<file path="config.mk">
export PLATFORM = sky130hd
export DESIGN_NAME = lmg_top
export DESIGN_NICKNAME = d
export VERILOG_FILES = /design/src/source/lmg_pkg.sv /design/src/source/scan_if.sv /design/src/source/gen_fsm.sv /design/src/source/slot_counter.sv /design/src/source/special_move_finder.sv /design/src/source/move_fifo.sv /design/src/source/lmg_top.sv
export VERILOG_INCLUDE_DIRS = /design/src /design/src/include
export SDC_FILE = /design/constraint.sdc
export NUM_CORES = 1
export LEC_CHECK = 0
export BUFFER_PORTS_ARGS = -buffer_cell sky130_fd_sc_hd__buf_2
export CELL_PAD_IN_SITES_DETAIL_PLACEMENT = 1
export CELL_PAD_IN_SITES_GLOBAL_PLACEMENT = 2
export CORE_ASPECT_RATIO = 1.1
export CORE_MARGIN = 2
export CORE_UTILIZATION = 35
export CTS_CLUSTER_DIAMETER = 120
export DETAILED_ROUTE_END_ITERATION = 8
export GPL_ROUTABILITY_DRIVEN = 0
export PLACE_DENSITY = 0.93
export SETUP_SLACK_MARGIN = 0.3
export SKIP_CTS_REPAIR_TIMING = 1
export SLEW_MARGIN = 10
export SYNTH_ARGS = -nofsm -noshare
export SYNTH_HDL_FRONTEND = slang
export SYNTH_SLANG_ARGS = --single-unit
</file>
<file path="constraint.sdc">
create_clock -name clk -period 8.99 [get_ports clk]
set_clock_uncertainty 0.2 [all_clocks]
set_input_delay 0.4495 -clock clk [delete_from_list [all_inputs] [get_ports clk]]
set_output_delay 0.4495 -clock clk [all_outputs]
set_load 0.01 [all_outputs]
</file>
<file path="src/include/lmg_config.svh">
`ifndef LMG_CONFIG_SVH
`define LMG_CONFIG_SVH

// board geometry, square index = rank * 8 + file
`define LMG_SQ_BITS 4
`define LMG_BOARD_BITS 256
`define LMG_FILES 8
`define LMG_BACK_RANK 0
`define LMG_EP_FROM_RANK 4
`define LMG_EP_TO_RANK 5

// top bit of a square
`define LMG_COLOR_WHITE 1'b0
`define LMG_COLOR_BLACK 1'b1

// low three bits of a square
`define LMG_PIECE_EMPTY 3'd0
`define LMG_PIECE_PAWN 3'd1
`define LMG_PIECE_KNIGHT 3'd2
`define LMG_PIECE_BISHOP 3'd3
`define LMG_PIECE_ROOK 3'd4
`define LMG_PIECE_QUEEN 3'd5
`define LMG_PIECE_KING 3'd6

// [invalid][promote][pawn move][pawn 2 sq][en passant][castle][capture]
`define LMG_FLAGS_CASTLE 7'b0000010
`define LMG_FLAGS_ENP 7'b0010101

// candidate table layout
`define LMG_NUM_SLOTS 16
`define LMG_SLOT_KSIDE 0
`define LMG_SLOT_QSIDE 1
`define LMG_SLOT_ENP_BASE 2

// one run never writes more than the slot count
`define LMG_FIFO_DEPTH 16

`endif

</file>
<file path="src/source/lmg_pkg.sv">
`include "lmg_config.svh"

package lmg_pkg;

	typedef logic [`LMG_BOARD_BITS-1:0] board_t;
	typedef logic [`LMG_SQ_BITS-1:0] square_t; // {color, kind}
	typedef logic [5:0] coord_t; // {file, rank}
	typedef logic [6:0] move_flags_t;
	typedef logic [18:0] move_t; // {flags, from, to}
	typedef logic [$clog2(`LMG_NUM_SLOTS)-1:0] slot_t;
	typedef logic [7:0] enp_flags_t; // bit 0 is file a

	// run-once sequence
	typedef enum logic [1:0] {
		RSET,
		SNAP,
		SCAN,
		DONE
	} gen_state_t;

endpackage

</file>
<file path="src/source/scan_if.sv">
`timescale 1ns/1ns

interface scan_if;

	logic capture; // one cycle, snapshot the board
	logic scan_en; // high for the whole walk
	lmg_pkg::slot_t slot;
	logic last; // slot is the final one

	modport fsm (
		output capture,
		output scan_en,
		input last
	);

	modport counter (
		input capture,
		input scan_en,
		output slot,
		output last
	);

	modport finder (
		input capture,
		input scan_en,
		input slot
	);

endinterface

</file>
<file path="src/source/gen_fsm.sv">
`timescale 1ns/1ns
`include "lmg_config.svh"

module gen_fsm (
	input logic clk,
	input logic reset,
	scan_if.fsm sc,
	output logic done
);

	lmg_pkg::gen_state_t state;
	lmg_pkg::gen_state_t state_nxt;

	always_ff @(posedge clk) begin
		if (reset) begin
			state <= lmg_pkg::RSET;
		end else begin
			state <= state_nxt;
		end
	end

	always_comb begin
		state_nxt = state;
		case (state)
			lmg_pkg::RSET: begin
				state_nxt = lmg_pkg::SNAP;
			end
			lmg_pkg::SNAP: begin
				state_nxt = lmg_pkg::SCAN;
			end
			lmg_pkg::SCAN: begin
				if (sc.last) begin
					state_nxt = lmg_pkg::DONE;
				end
			end
			lmg_pkg::DONE: begin
				state_nxt = lmg_pkg::DONE; // held until the next reset
			end
			default: begin
				state_nxt = lmg_pkg::RSET;
			end
		endcase
	end

	assign sc.capture = (state == lmg_pkg::SNAP);
	assign sc.scan_en = (state == lmg_pkg::SCAN);
	assign done = (state == lmg_pkg::DONE);

	// the walk visits every slot once, so SCAN lasts one cycle per slot
	a_scan_one_per_slot: assert property (
		@(posedge clk) disable iff (reset)
		$rose(done) |-> $past(sc.scan_en, `LMG_NUM_SLOTS)
			&& !$past(sc.scan_en, `LMG_NUM_SLOTS + 1)
	) else $error("scan did not last one cycle per slot");

endmodule

</file>
<file path="src/source/slot_counter.sv">
`timescale 1ns/1ns
`include "lmg_config.svh"

module slot_counter (
	input logic clk,
	input logic reset,
	scan_if.counter sc
);

	localparam lmg_pkg::slot_t LAST_SLOT = lmg_pkg::slot_t'(`LMG_NUM_SLOTS - 1);

	always_ff @(posedge clk) begin
		if (reset) begin
			sc.slot <= '0;
		end else if (sc.capture) begin
			sc.slot <= '0;
		end else if (sc.scan_en && !sc.last) begin
			sc.slot <= sc.slot + 1'b1; // holds at the final slot
		end
	end

	assign sc.last = (sc.slot == LAST_SLOT);

	// the walk ends on the final slot, no second pass
	a_no_wrap: assert property (
		@(posedge clk) disable iff (reset)
		(sc.scan_en && sc.last) |=> (sc.slot != '0)
	) else $error("slot wrapped to 0 during the scan");

endmodule

</file>
<file path="src/source/special_move_finder.sv">
`timescale 1ns/1ns
`include "lmg_config.svh"

module special_move_finder (
	input logic clk,
	input logic reset,
	input lmg_pkg::board_t bstate,
	input logic lcas_flag,
	input logic rcas_flag,
	input lmg_pkg::enp_flags_t enp_flags,
	scan_if.finder sc,
	output logic wr_en,
	output lmg_pkg::move_t wr_move
);

	localparam int NSLOT = `LMG_NUM_SLOTS;
	localparam int BR = `LMG_BACK_RANK;
	localparam int EP_FROM = `LMG_EP_FROM_RANK;
	localparam int EP_TO = `LMG_EP_TO_RANK;
	localparam lmg_pkg::square_t W_KING = {`LMG_COLOR_WHITE, `LMG_PIECE_KING};
	localparam lmg_pkg::square_t W_ROOK = {`LMG_COLOR_WHITE, `LMG_PIECE_ROOK};
	localparam lmg_pkg::square_t W_PAWN = {`LMG_COLOR_WHITE, `LMG_PIECE_PAWN};

	function automatic lmg_pkg::square_t sq_at(input lmg_pkg::board_t b, input int file,
			input int rank);
		return b[(rank * `LMG_FILES + file) * `LMG_SQ_BITS +: `LMG_SQ_BITS];
	endfunction

	function automatic lmg_pkg::coord_t coord(input int file, input int rank);
		return {file[2:0], rank[2:0]};
	endfunction

	// color bit is don't care on an empty square
	function automatic logic is_empty(input lmg_pkg::square_t s);
		return s[2:0] == `LMG_PIECE_EMPTY;
	endfunction

	logic cas_k;
	logic cas_q;
	wire [NSLOT-1:0] cand_valid;
	wire lmg_pkg::move_t cand_move [NSLOT];
	logic [NSLOT-1:0] valid_q;
	lmg_pkg::move_t move_q [NSLOT];

	// castling does not look at check or attacked squares on the king's path
	assign cas_k = (sq_at(bstate, 4, BR) == W_KING) // e1
		&& is_empty(sq_at(bstate, 5, BR))
		&& is_empty(sq_at(bstate, 6, BR))
		&& (sq_at(bstate, 7, BR) == W_ROOK) // h1
		&& rcas_flag;

	assign cas_q = (sq_at(bstate, 0, BR) == W_ROOK) // a1
		&& is_empty(sq_at(bstate, 1, BR))
		&& is_empty(sq_at(bstate, 2, BR))
		&& is_empty(sq_at(bstate, 3, BR))
		&& (sq_at(bstate, 4, BR) == W_KING)
		&& lcas_flag;

	assign cand_valid[`LMG_SLOT_KSIDE] = cas_k;
	assign cand_move[`LMG_SLOT_KSIDE] = {`LMG_FLAGS_CASTLE, coord(4, BR), coord(6, BR)}; // e1-g1
	assign cand_valid[`LMG_SLOT_QSIDE] = cas_q;
	assign cand_move[`LMG_SLOT_QSIDE] = {`LMG_FLAGS_CASTLE, coord(4, BR), coord(2, BR)}; // e1-c1

	// per target file t, capturer from file t-1 then from file t+1
	for (genvar t = 0; t < `LMG_FILES; t++) begin : g_enp
		if (t > 0) begin : g_from_lower
			assign cand_valid[`LMG_SLOT_ENP_BASE + 2 * t - 1] = enp_flags[t]
				&& (sq_at(bstate, t - 1, EP_FROM) == W_PAWN);
			assign cand_move[`LMG_SLOT_ENP_BASE + 2 * t - 1] =
				{`LMG_FLAGS_ENP, coord(t - 1, EP_FROM), coord(t, EP_TO)};
		end
		if (t < `LMG_FILES - 1) begin : g_from_upper
			assign cand_valid[`LMG_SLOT_ENP_BASE + 2 * t] = enp_flags[t]
				&& (sq_at(bstate, t + 1, EP_FROM) == W_PAWN);
			assign cand_move[`LMG_SLOT_ENP_BASE + 2 * t] =
				{`LMG_FLAGS_ENP, coord(t + 1, EP_FROM), coord(t, EP_TO)};
		end
	end

	always_ff @(posedge clk) begin
		if (reset) begin
			valid_q <= '0;
		end else if (sc.capture) begin
			valid_q <= cand_valid;
		end
	end

	always_ff @(posedge clk) begin
		if (sc.capture) begin
			move_q <= cand_move;
		end
	end

	// one slot per cycle, invalid slots are skipped
	assign wr_en = sc.scan_en && valid_q[sc.slot];
	assign wr_move = move_q[sc.slot];

endmodule

</file>
<file path="src/source/move_fifo.sv">
`timescale 1ns/1ns
`include "lmg_config.svh"

module move_fifo (
	input logic clk,
	input logic reset,
	input logic wr_en,
	input lmg_pkg::move_t wr_move,
	input logic rden,
	output lmg_pkg::move_t fifo_out,
	output logic fifo_empty
);

	localparam int DEPTH = `LMG_FIFO_DEPTH;
	localparam int PTR_W = $clog2(DEPTH);

	lmg_pkg::move_t mem [DEPTH];
	logic [PTR_W-1:0] wr_ptr;
	logic [PTR_W-1:0] rd_ptr;
	logic [PTR_W:0] count;
	logic full;
	logic push;
	logic pop;

	assign full = (count == (PTR_W + 1)'(DEPTH));
	assign fifo_empty = (count == '0);
	assign push = wr_en && !full;
	assign pop = rden && !fifo_empty; // read strobe on an empty FIFO does nothing

	always_ff @(posedge clk) begin
		if (push) begin
			mem[wr_ptr] <= wr_move;
		end
	end

	always_ff @(posedge clk) begin
		if (reset) begin
			wr_ptr <= '0;
			rd_ptr <= '0;
			count <= '0;
		end else begin
			if (push) begin
				wr_ptr <= wr_ptr + 1'b1; // depth is a power of two
			end
			if (pop) begin
				rd_ptr <= rd_ptr + 1'b1;
			end
			count <= count + (PTR_W + 1)'(push) - (PTR_W + 1)'(pop);
		end
	end

	// show-ahead, oldest entry is always on the output
	assign fifo_out = mem[rd_ptr];

	// the finder has no back-pressure, so a full FIFO would drop a move
	a_no_write_full: assert property (
		@(posedge clk) disable iff (reset)
		wr_en |-> !full
	) else $error("move written into a full FIFO");

endmodule

</file>
<file path="src/source/lmg_top.sv">
`timescale 1ns/1ns

module lmg_top (
	input logic clk,
	input logic reset,
	input lmg_pkg::board_t bstate,
	input logic lcas_flag, // queenside rook and king unmoved
	input logic rcas_flag, // kingside rook and king unmoved
	input lmg_pkg::enp_flags_t enp_flags,
	input logic rden,
	output lmg_pkg::move_t fifo_out,
	output logic fifo_empty,
	output logic done
);

	logic wr_en;
	lmg_pkg::move_t wr_move;

	scan_if sc ();

	gen_fsm u_fsm (
		.clk (clk),
		.reset (reset),
		.sc (sc.fsm),
		.done (done)
	);

	slot_counter u_counter (
		.clk (clk),
		.reset (reset),
		.sc (sc.counter)
	);

	special_move_finder u_finder (
		.clk (clk),
		.reset (reset),
		.bstate (bstate),
		.lcas_flag (lcas_flag),
		.rcas_flag (rcas_flag),
		.enp_flags (enp_flags),
		.sc (sc.finder),
		.wr_en (wr_en),
		.wr_move (wr_move)
	);

	move_fifo u_fifo (
		.clk (clk),
		.reset (reset),
		.wr_en (wr_en),
		.wr_move (wr_move),
		.rden (rden),
		.fifo_out (fifo_out),
		.fifo_empty (fifo_empty)
	);

endmodule

</file>
Word level (Yosys, flattened, before mapping)
Memories as Yosys holds them, arrays and structs flattened. A register that Yosys moved wholly into a read port is not among the register bits.
Cells that the tools add are included.

word-level totals
  memories = 2
  memory bits (read-only) = 304
  logic and storage cells = 81
  bits in latches = 0
  register bits = 35
  output and inout port bits = 21
  bits of input ports = 269
  RAM bits = 304

operators by class
  divide/modulo/power cells = 0
  multipliers = 0
  $lt $le $gt $ge = 2
  bitwise logic cells = 1
  reductions and logical operators = 38
  mux-type cells = 10
  equal/unequal tests = 17
  add/subtract/negate cells = 5
  shift operators = 0

memories
  memory           words  width  rd ports  clocked after memory_dff  write ports  RTL line                   source
  (no name shown)  16     19     1         0                         0            special_move_finder.sv:96  assign wr_move = move_q[sc.slot];
  u_fifo.mem       16     19     1         1                         1            move_fifo.sv:17            lmg_pkg::move_t mem [DEPTH];

operator list
  operator                                                     number
  2-to-1 mux 19 bit                                            2
  equality test 4 x 1 -> 1 bit (second input constant)         8
  logical AND 1 bit                                            27
  zero test 3 bit                                              5
  adder 4 x 1 -> 4 bit (second input constant)                 3
  equality test 4 x 3 -> 1 bit (second input constant)         3
  2-to-1 mux 4 bit                                             2
  one-hot mux 2 bit (4 select lines)                           1
  adder 5 x 1 -> 5 bit                                         1
  equality test 5 bit (second input constant)                  1
  greater-or-equal comparator 5 bit (second input constant)    1
  zero test 5 bit                                              1
  less-than comparator 4 x 5 -> 1 bit (second input constant)  1
  NOT 4 -> 5 bit                                               1
  subtractor 5 x 1 -> 5 bit                                    1
  binary-select mux 1 bit (select 4 bit)                       1
  equality test 2 bit (second input constant)                  2
  equality test 4 bit (second input constant)                  1
  zero test 1 bit                                              3
  2-to-1 mux 1 bit                                             3
  equality test 2 x 1 -> 1 bit (second input constant)         1
  zero test 2 bit                                              1
  2-to-1 mux 2 bit                                             1
  != test 2 bit (second input constant)                        1
  OR reduction 2 bit                                           1

Logic depth before layout (Yosys ltp)
Gate-level depths: netlist (run 1).

  depth after elaboration = 6
  gate-level depth with buffers = 15
  gate-level depth less buffers = 14

Modules after synthesis
A second synthesis (run 1) with hierarchy kept.

unflattened totals
  cells, all modules = 746
  area total of the unflattened synthesis = 13701.9 um2

modules (own cells, without submodules)
  module               seq. area each (um2)  times used  cells each  area each (um2)
  move_fifo            9469.1                1           572         12276.8
  special_move_finder  320.3                 1           143         1114.8
  slot_counter         80.1                  1           22          211.5
  gen_fsm              40.0                  1           9           98.8

Worst setup path after synthesis (run 1)
OpenSTA, ideal clock, no wires.

  kind = register to register
  start = register u_counter.sc.slot[1]
  end = memory u_fifo.mem[0][10] in the netlist's numbering (enable)
  arrival time = 2.662 ns
  library setup time = 0.398 ns
  path slack = 5.731 ns
  cell stages (with the launch flop) = 7
  clock period less this slack = 3.259 ns
  buffers on the path = 0
  required time = 8.392 ns
  cells stage by stage = dfxtp_1 -> nor3_2 -> inv_1 -> o32ai_2 -> a311oi_2 -> o22a_2 -> nor4b_1

on the way
  cells in the longest elaborated chain, start to end = 6

RTL lines
  what                                    RTL line                   source
  from (decl)                             scan_if.sv:19              output slot,
  from (signal assigned)                  slot_counter.sv:18         sc.slot <= sc.slot + 1'b1;
  binary-select mux 1 bit (select 4 bit)  special_move_finder.sv:95  assign wr_en = sc.scan_en && valid_q[sc.slot];
  2-to-1 mux 1 bit (not written as such)  special_move_finder.sv:95
  logical AND 1 bit                       special_move_finder.sv:95
  logical AND 1 bit                       move_fifo.sv:27            assign push = wr_en && !full;
  2-to-1 mux 1 bit                        move_fifo.sv:31            if (push) begin
  2-to-1 mux 1 bit (not written as such)  move_fifo.sv:32            mem[wr_ptr] <= wr_move;
  to (decl)                               move_fifo.sv:17

No other way between the ends. The select of a mux whose other input is x is not followed.

Final worst setup path (run 1)
  start = register u_counter.sc.slot[1]
  end = register u_fifo.count[4]

on the way
  cells in the longest elaborated chain, start to end = 6

RTL lines
  what                                    RTL line                   source
  binary-select mux 1 bit (select 4 bit)  special_move_finder.sv:95
  2-to-1 mux 1 bit (not written as such)  special_move_finder.sv:95
  logical AND 1 bit                       special_move_finder.sv:95
  logical AND 1 bit                       move_fifo.sv:27
  via u_fifo.push                         move_fifo.sv:22            logic push;
  adder 5 x 1 -> 5 bit                    move_fifo.sv:48            count <= count + (PTR_W + 1)'(push) - (PTR_W + 1)'(pop);
  subtractor 5 x 1 -> 5 bit               move_fifo.sv:48
  to (signal assigned)                    move_fifo.sv:48
  to (decl)                               move_fifo.sv:20            logic [PTR_W:0] count;

The timed path passes the listed nets, and every way through them passes these cells. The select of a mux whose other input is x is not followed.
A chain may end at the register's enable or synchronous reset.

==> flow_summary.toml, run 1 <==
[synthesis]
yosysSeqAreaShare_pct = 63.2
syn-cell-area_sq_um = 7310
syn_inst = 461
ys_seq_elements = 167
yosys_warnings = 0
yosys.cell_types.count = 45
yosys.area.top_type = "sky130_fd_sc_hd__edfxtp_1"
synthesis.area_per_instance_sq_um = 15.9
synth-main-ff-cell = "sky130_fd_sc_hd__edfxtp_1"
synth.top_cell.area_share_pct = 52.6
netlist_top_cells_area = "sky130_fd_sc_hd__edfxtp_1 (53%), sky130_fd_sc_hd__dfxtp_1 (11%), sky130_fd_sc_hd__mux4_2 (7.7%)"
ys_async_sr_fraction_pct = 0
number_of_flops_mapped_to_enable_cells_by_yosys = 128

[grt]
globalRouteOverflowTotal = 0
wire_length_of_the_first_global_routing_pass_um = 25100
total_routing_usage_gr_pct = 15.3
grt_pass1_vias = 4715
grt_max_degree = 37
antenna_found_initial = 0

[cells_and_area]
final_cells = 811
area_growth_syn_to_layout_pct = 16.4
antenna-diode-count = 0
fill_cells = 2087
fraction_of_layout_instances_using_a_drive_strength_above_1_pct = 29.7
multiInputGateArea_sq_um = 2410
final_net_count = 828
final-seq-area_sq_um = 4630

[timing]
achievable-frequency_ghz = 0.219
relSlewSlack_pct = 22.0
drv_slew = 0
hold_violations = 0
period_needed_ns = 4.56
final_sum_of_negative_setup_slack_ns = 0
slew_worst_pin_ns = 1.16
finalCritPeriodShare_pct = 50.7
setup_viol_count_final = 0
grt_setup_unrepaired = "no"
hold_ws_ns = 0.0858

[clock_network]
tritoncts_num_sinks = 167
clk_pin_slew_ns = 0.06
cts_inserted_buffers = 17
clock_tree.root_cell = "sky130_fd_sc_hd__clkbuf_16"
cts_tree = "yes"
clk-insertion-delay-late_ns = 0.43
cts.path.max_buffers = 2
cts-htree-levels = 4

[power]
vdd_drop_max_v = 0.000135
leakage_nw = 3.05
powerDensity_nw_per_um2 = 235

[worst_setup_path]
worstSetupStartpointType = "flop"
worst-r2r-setup-slack_ns = 4.43
crit-reg2reg-launch = "u_counter.sc.slot[1]"
crit_path_category = "flop to flop"
crit_path_end_kind = "flop"
worstPathRequired_ns = 9.07
worstPathArrival_ns = 4.65
worst_r2r_path_depth = 14
crit-reg2reg-capture = "u_fifo.count[4]"
timing.critical_path.fanout_max = 17

[floorplan]
placeableCoreArea_sq_um = 20500
start_util_pct = 35.7
boundaryPins = 290
die_span_x_um = 142
rows = 55
fp.dieArea_sq_um = 22100
die-height_um = 156

[drt]
detailedRoute.firstPassIterationCount = 4
via_count = 4257
finalWirelength_um = 16200
postRouteAntennaNets = 0
post-route-drc-count = 0
detail_route.vias_per_cell = 5.25
first_iter_violations = 273
route.detailed.wl_per_inst_um = 20.0

[run]
maximum_capacitance_violations = 0

[place]
io_buffers = 86
place_inst = 779
detailed_place_hpwl_um = 11100

[hold_path]
class_of_the_tightest_hold_or_removal_check = "input port to flop"
hold_path_end = "u_finder.valid_q[2]"
hold_depth = 3
worst_hold_path_startpoint = "enp_flags[0]"

[run_status]
outcome = "finished, final reports clean"
## worst max path at each step
stage                     slack [ns]                  from                 to
final                           4.43  u_counter.sc.slot[1]    u_fifo.count[4]
after global routing            4.17  u_counter.sc.slot[1]    u_fifo.count[4]
after CTS                       4.39  u_counter.sc.slot[1]    u_fifo.count[4]
after detailed placement        4.40  u_counter.sc.slot[1]    u_fifo.count[4]
after global placement          4.91  u_counter.sc.slot[1]    u_fifo.count[4]
after floorplan                 5.73  u_counter.sc.slot[1]  u_fifo.mem[0][10]
## layer usage
metal	wire, um	up-vias	track usage [%]
met3	802	29	3.19
met1	6340	2166	17.4
met2	8720	132	27.8
met4	369	0	6.57
met5	0	-	0
li1	-	1930	-
## logic make-up after synthesis
kind of cell / after synthesis / synth area share, %
buffers and inverters: 50 / 4.23
AO/OA/AOI/OAI: 37 / 3.23
multiplexers: 55 / 15.3
flip-flops: 167 / 63.2
XOR/XNOR: 9 / 1.08
other: 1 / 0.0513
AND/OR/NAND/NOR: 125 / 9.82
adder cells (fa/ha/maj): 17 / 3.01
## critical path: stages (launching register included)
cell,delay [ns]
sky130_fd_sc_hd__dfxtp_1,0.53
sky130_fd_sc_hd__nor3_2,1.02
sky130_fd_sc_hd__inv_1,0.61
sky130_fd_sc_hd__o32ai_2,0.29
sky130_fd_sc_hd__a311oi_2,0.09
sky130_fd_sc_hd__o22a_2,0.43
sky130_fd_sc_hd__inv_1,0.12
sky130_fd_sc_hd__ha_1,0.18
sky130_fd_sc_hd__inv_1,0.06
sky130_fd_sc_hd__fa_1,0.43
sky130_fd_sc_hd__inv_1,0.07
sky130_fd_sc_hd__a21oi_1,0.06
sky130_fd_sc_hd__nor2_1,0.13
sky130_fd_sc_hd__or3_1,0.12
sky130_fd_sc_hd__a21oi_1,0.05
## power by group
group / internal, mW / total, mW / switching [mW]
combinational: 0.182 / 0.335 / 0.153
clock: 0.490 / 0.769 / 0.279
sequential: 0.845 / 0.898 / 0.0534
total: 1.52 / 2.00 / 0.485
## per-stage QoR
stage	power, mW	cell area, sq um	utilization [%]	setup slack [ns]
floorplan	1.19	7330	-	5.73
global placement	1.24	7880	38.4	4.91
detailed placement	1.26	7880	38.4	4.40
CTS	2.02	8500	41.4	4.39
global route	2.08	8510	41.5	4.17
finish	2.00	8510	41.5	4.43
## cells in the final DEF, fill, tap and decap left out, types with 15 or more instances in the layout
master	instances
sky130_fd_sc_hd__edfxtp_1	128
sky130_fd_sc_hd__buf_2	86
sky130_fd_sc_hd__dfxtp_1	38
sky130_fd_sc_hd__nor2_1	30
sky130_fd_sc_hd__mux4_2	25
sky130_fd_sc_hd__nand2_1	24
sky130_fd_sc_hd__nand3_1	20
sky130_fd_sc_hd__a21oi_1	19
sky130_fd_sc_hd__clkbuf_16	17
sky130_fd_sc_hd__ha_1	16
sky130_fd_sc_hd__inv_1	15
sky130_fd_sc_hd__nor4b_1	15
sky130_fd_sc_hd__mux4_1	15
## final cells by class
cell class / count / area share, %
inverter: 15 / 0.662
tap: 256 / 3.76
clock inverter: 10 / 2.07
sequential: 167 / 54.4
multi-input combinational: 249 / 28.3
timing repair buffer: 92 / 5.59
clock buffer: 22 / 5.22
## cell usage after synthesis, drive strengths merged, types with 8 or more instances
| library cell | number |
|---|---|
| nor2 | 30 |
| nor3b | 9 |
| nand3 | 20 |
| dfxtp | 39 |
| inv | 15 |
| a21oi | 20 |
| nor4b | 15 |
| nand2 | 24 |
| clkbuf | 8 |
| mux2i | 10 |
| edfxtp | 128 |
| mux4 | 40 |
| ha | 16 |
| buf | 27 |
## state kept, by name, indices dropped and copies added, names as in the netlist, named ones only
name and cells:
u_fifo.mem 128, u_finder.valid_q 16, u_fifo.count 5, u_counter.sc.slot 4, u_fifo.rd_ptr 4, u_fifo.wr_ptr 4, u_fsm.state 2
Note: power is estimated with default switching activity, not from simulation.
==> run 2, diff against run 1 <==
--- a/config.mk
+++ b/config.mk
@@ -6,16 +6,17 @@
 export SDC_FILE = /design/constraint.sdc
 export NUM_CORES = 1
 export LEC_CHECK = 0
+export ABC_AREA = 1
 export BUFFER_PORTS_ARGS = -buffer_cell sky130_fd_sc_hd__buf_2
 export CELL_PAD_IN_SITES_DETAIL_PLACEMENT = 1
 export CELL_PAD_IN_SITES_GLOBAL_PLACEMENT = 2
 export CORE_ASPECT_RATIO = 1.1
 export CORE_MARGIN = 2
-export CORE_UTILIZATION = 35
+export CORE_UTILIZATION = 30
 export CTS_CLUSTER_DIAMETER = 120
 export DETAILED_ROUTE_END_ITERATION = 8
 export GPL_ROUTABILITY_DRIVEN = 0
-export PLACE_DENSITY = 0.93
+export PLACE_DENSITY = 0.88
 export SETUP_SLACK_MARGIN = 0.3
 export SKIP_CTS_REPAIR_TIMING = 1
 export SLEW_MARGIN = 10
==> constraint.sdc (replaced) <==
create_clock -name clk -period 4.6 [get_ports clk]
set_clock_uncertainty 0.2 [all_clocks]
set_input_delay 0.23 -clock clk [delete_from_list [all_inputs] [get_ports clk]]
set_output_delay 0.23 -clock clk [all_outputs]
set_load 0.01 [all_outputs]
==> flow_summary.toml, run 2 <==
[run_status]
outcome = "finished with violations"
violations = "negative hold slack"

[synthesis]
syn-cell-area_sq_um = 7420
ys_async_sr_fraction_pct = 0
yosys_warnings = 0
netlist_top_cells_area = "sky130_fd_sc_hd__edfxtp_1 (52%), sky130_fd_sc_hd__dfxtp_1 (11%), sky130_fd_sc_hd__mux2i_1 (4.3%)"
yosys.area.top_type = "sky130_fd_sc_hd__edfxtp_1"
synth_top_cells_by_count = "sky130_fd_sc_hd__edfxtp_1 (128), sky130_fd_sc_hd__inv_1 (81), sky130_fd_sc_hd__nand2_1 (76)"
ys_seq_elements = 167
yosysSeqAreaShare_pct = 62.4
synth.top_cell.area_share_pct = 51.8
yosys.cell_types.count = 37
synth_most_common_cell = "sky130_fd_sc_hd__edfxtp_1"
synth-main-ff-cell = "sky130_fd_sc_hd__edfxtp_1"
syn_inst = 673
number_of_flops_mapped_to_enable_cells_by_yosys = 128
synthesis.area_per_instance_sq_um = 11.0

[floorplan]
placeableCoreArea_sq_um = 24400
boundaryPins = 290
die_span_x_um = 154
start_util_pct = 30.4
rows = 60
fp.dieArea_sq_um = 26000
die-height_um = 169

[cells_and_area]
antenna-diode-count = 0
fraction_of_layout_instances_using_a_drive_strength_above_1_pct = 17.2
layout_commonest_cell = "sky130_fd_sc_hd__edfxtp_1"
largest_registers_ranked_by_flip_flop_count = "u_fifo.mem x128, u_finder.valid_q x16, u_fifo.count x5"
area_growth_syn_to_layout_pct = 22.0
largest-register = "u_fifo.mem"
final_net_count = 1069
leading_cell_types_in_the_layout_fill_and_taps_excluded = "sky130_fd_sc_hd__edfxtp_1 (128), sky130_fd_sc_hd__buf_2 (86), sky130_fd_sc_hd__inv_1 (81)"
fill_cells = 2693
multiInputGateArea_sq_um = 2270
largest_register_ff_count = 128
final-seq-area_sq_um = 4630

[drt]
first_iter_violations = 260
postRouteAntennaNets = 0
detailedRoute.firstPassIterationCount = 4
finalWirelength_um = 17900
via_count = 5253
route.detailed.wl_per_inst_um = 16.2
post-route-drc-count = 0
detail_route.vias_per_cell = 4.75

[timing]
hold_ws_ns = -0.0215
grt_setup_unrepaired = "no"
drv_slew = 0
period_needed_ns = 3.15
final_sum_of_negative_setup_slack_ns = 0
hold_violations = 1
relSlewSlack_pct = 33.4
finalCritPeriodShare_pct = 68.5
achievable-frequency_ghz = 0.318
setup_viol_count_final = 0
slew_worst_pin_ns = 0.998

[grt]
grt_max_degree = 87
antenna_found_initial = 0
total_routing_usage_gr_pct = 14.0
grt_pass1_vias = 5418
globalRouteOverflowTotal = 0
wire_length_of_the_first_global_routing_pass_um = 28200

[worst_setup_path]
worstSetupStartpointType = "flop"
critical_path.cell_chain = "inv_2, nand2_1, nand3_1, nand2_1, nand2_1, nand2_1, inv_1, nand2_4, nand3_4, inv_4, ha_1, inv_1, fa_1, nor3_1, a211oi_1, o21ai_0, a21oi_1"
timing.critical_path.fanout_max = 13
worst_path_most_repeated_cell = "sky130_fd_sc_hd__nand2_1"
worstPathRequired_ns = 4.70
critical_path.max_stage_delay_ns = 0.65
critical_path.slowest_cell = "sky130_fd_sc_hd__dfxtp_1"
crit_path_category = "flop to flop"
worstPathArrival_ns = 3.25
crit_path_end_kind = "flop"

[power]
vdd_drop_max_v = 0.000319
p_total_mw = 4.08
powerDensity_nw_per_um2 = 451
leakage_nw = 3.48

[clock_network]
cts_tree = "yes"
cts_inserted_buffers = 17
clock_tree.root_cell = "sky130_fd_sc_hd__clkbuf_16"
cts-htree-levels = 4
clk_pin_slew_ns = 0.07
tritoncts_num_sinks = 167
cts.path.max_buffers = 2
clk-insertion-delay-late_ns = 0.43

[run]
maximum_capacitance_violations = 0

[place]
io_buffers = 86
detailed_place_hpwl_um = 11500

[hold_path]
class_of_the_tightest_hold_or_removal_check = "input port to flop"
## run 2: cell count changes after synthesis, sizes merged, moves of 24 or more
cell / delta
inv: +71
o21ai: +43
o211ai: +33
nand2: +57
a21oi: +24
mux4: -40
## run 2: report_power, final
| group | switching [mW] | internal, mW |
|---|---|---|
| combinational | 0.461 | 0.309 |
| clock | 0.582 | 0.961 |
| sequential | 0.0987 | 1.67 |
## run 2: worst max-delay path, delay by kind of cell (launching register included)
family                   cells  cell delay (ns)
flip-flops                   1             0.65
AND/OR/NAND/NOR              8             0.78
adder cells (fa/ha/maj)      2             0.62
buffers and inverters        4             0.47
AO/OA/AOI/OAI                3             0.31
## run 2: final timing paths
path / end / slack (ns) / cells past startpoint / from
worst max-delay path: u_fifo.count[4] / 1.45 / 17 / u_counter.sc.slot[0]
worst min register to register: u_finder.valid_q[5] / 0.27 / 2 / u_finder.valid_q[5]
worst max register to register: u_fifo.count[4] / 1.45 / 17 / u_counter.sc.slot[0]
worst min-delay path: u_finder.valid_q[4] / -0.02 / 4 / bstate[138]
## run 2: cell families (layout without fill, tap and decap cells)
family	after synthesis	count (layout)	share of synthesized area, %
DFF	167	167	62.4
muxes	32	32	4.32
and+or+nand+nor	189	189	11.9
adders and majority gates	17	17	2.97
AOI/OAI and AO/OA	138	138	10.8
buffers and inverters	126	244	7.31
other	1	6	0.0506
xor gates and xnor gates	3	3	0.354
## run 2: through the flow
stage                     area, sq um  std cells  util (%)  setup WS [ns]
after floorplan                  7430        678         -           1.91
after global placement           8110       1044      33.2           1.48
after detailed placement         8110       1044      33.2           1.45
after CTS                        8750       1076      35.8           1.40
after global routing             9050       1106      37.1           1.07
final                            9050       1106      37.1           1.45
## run 2: layout make-up
cell class | instances | share of cell area [%]
clock inverter | 13 | 2.24
tap | 310 | 4.29
timing repair buffer | 124 | 8.74
sequential | 167 | 51.2
inverter | 88 | 3.71
clock buffer | 19 | 4.79
multi-input combinational | 385 | 25.1
## run 2: per-layer routing
layer  up-vias  GRT usage (%)  wire length [um]
met5         -              0                 0
met4         0           5.53               304
met3        22           2.79              1020
met2       162           25.2              9340
met1      2511           16.5              7280
li1       2558              -                 -
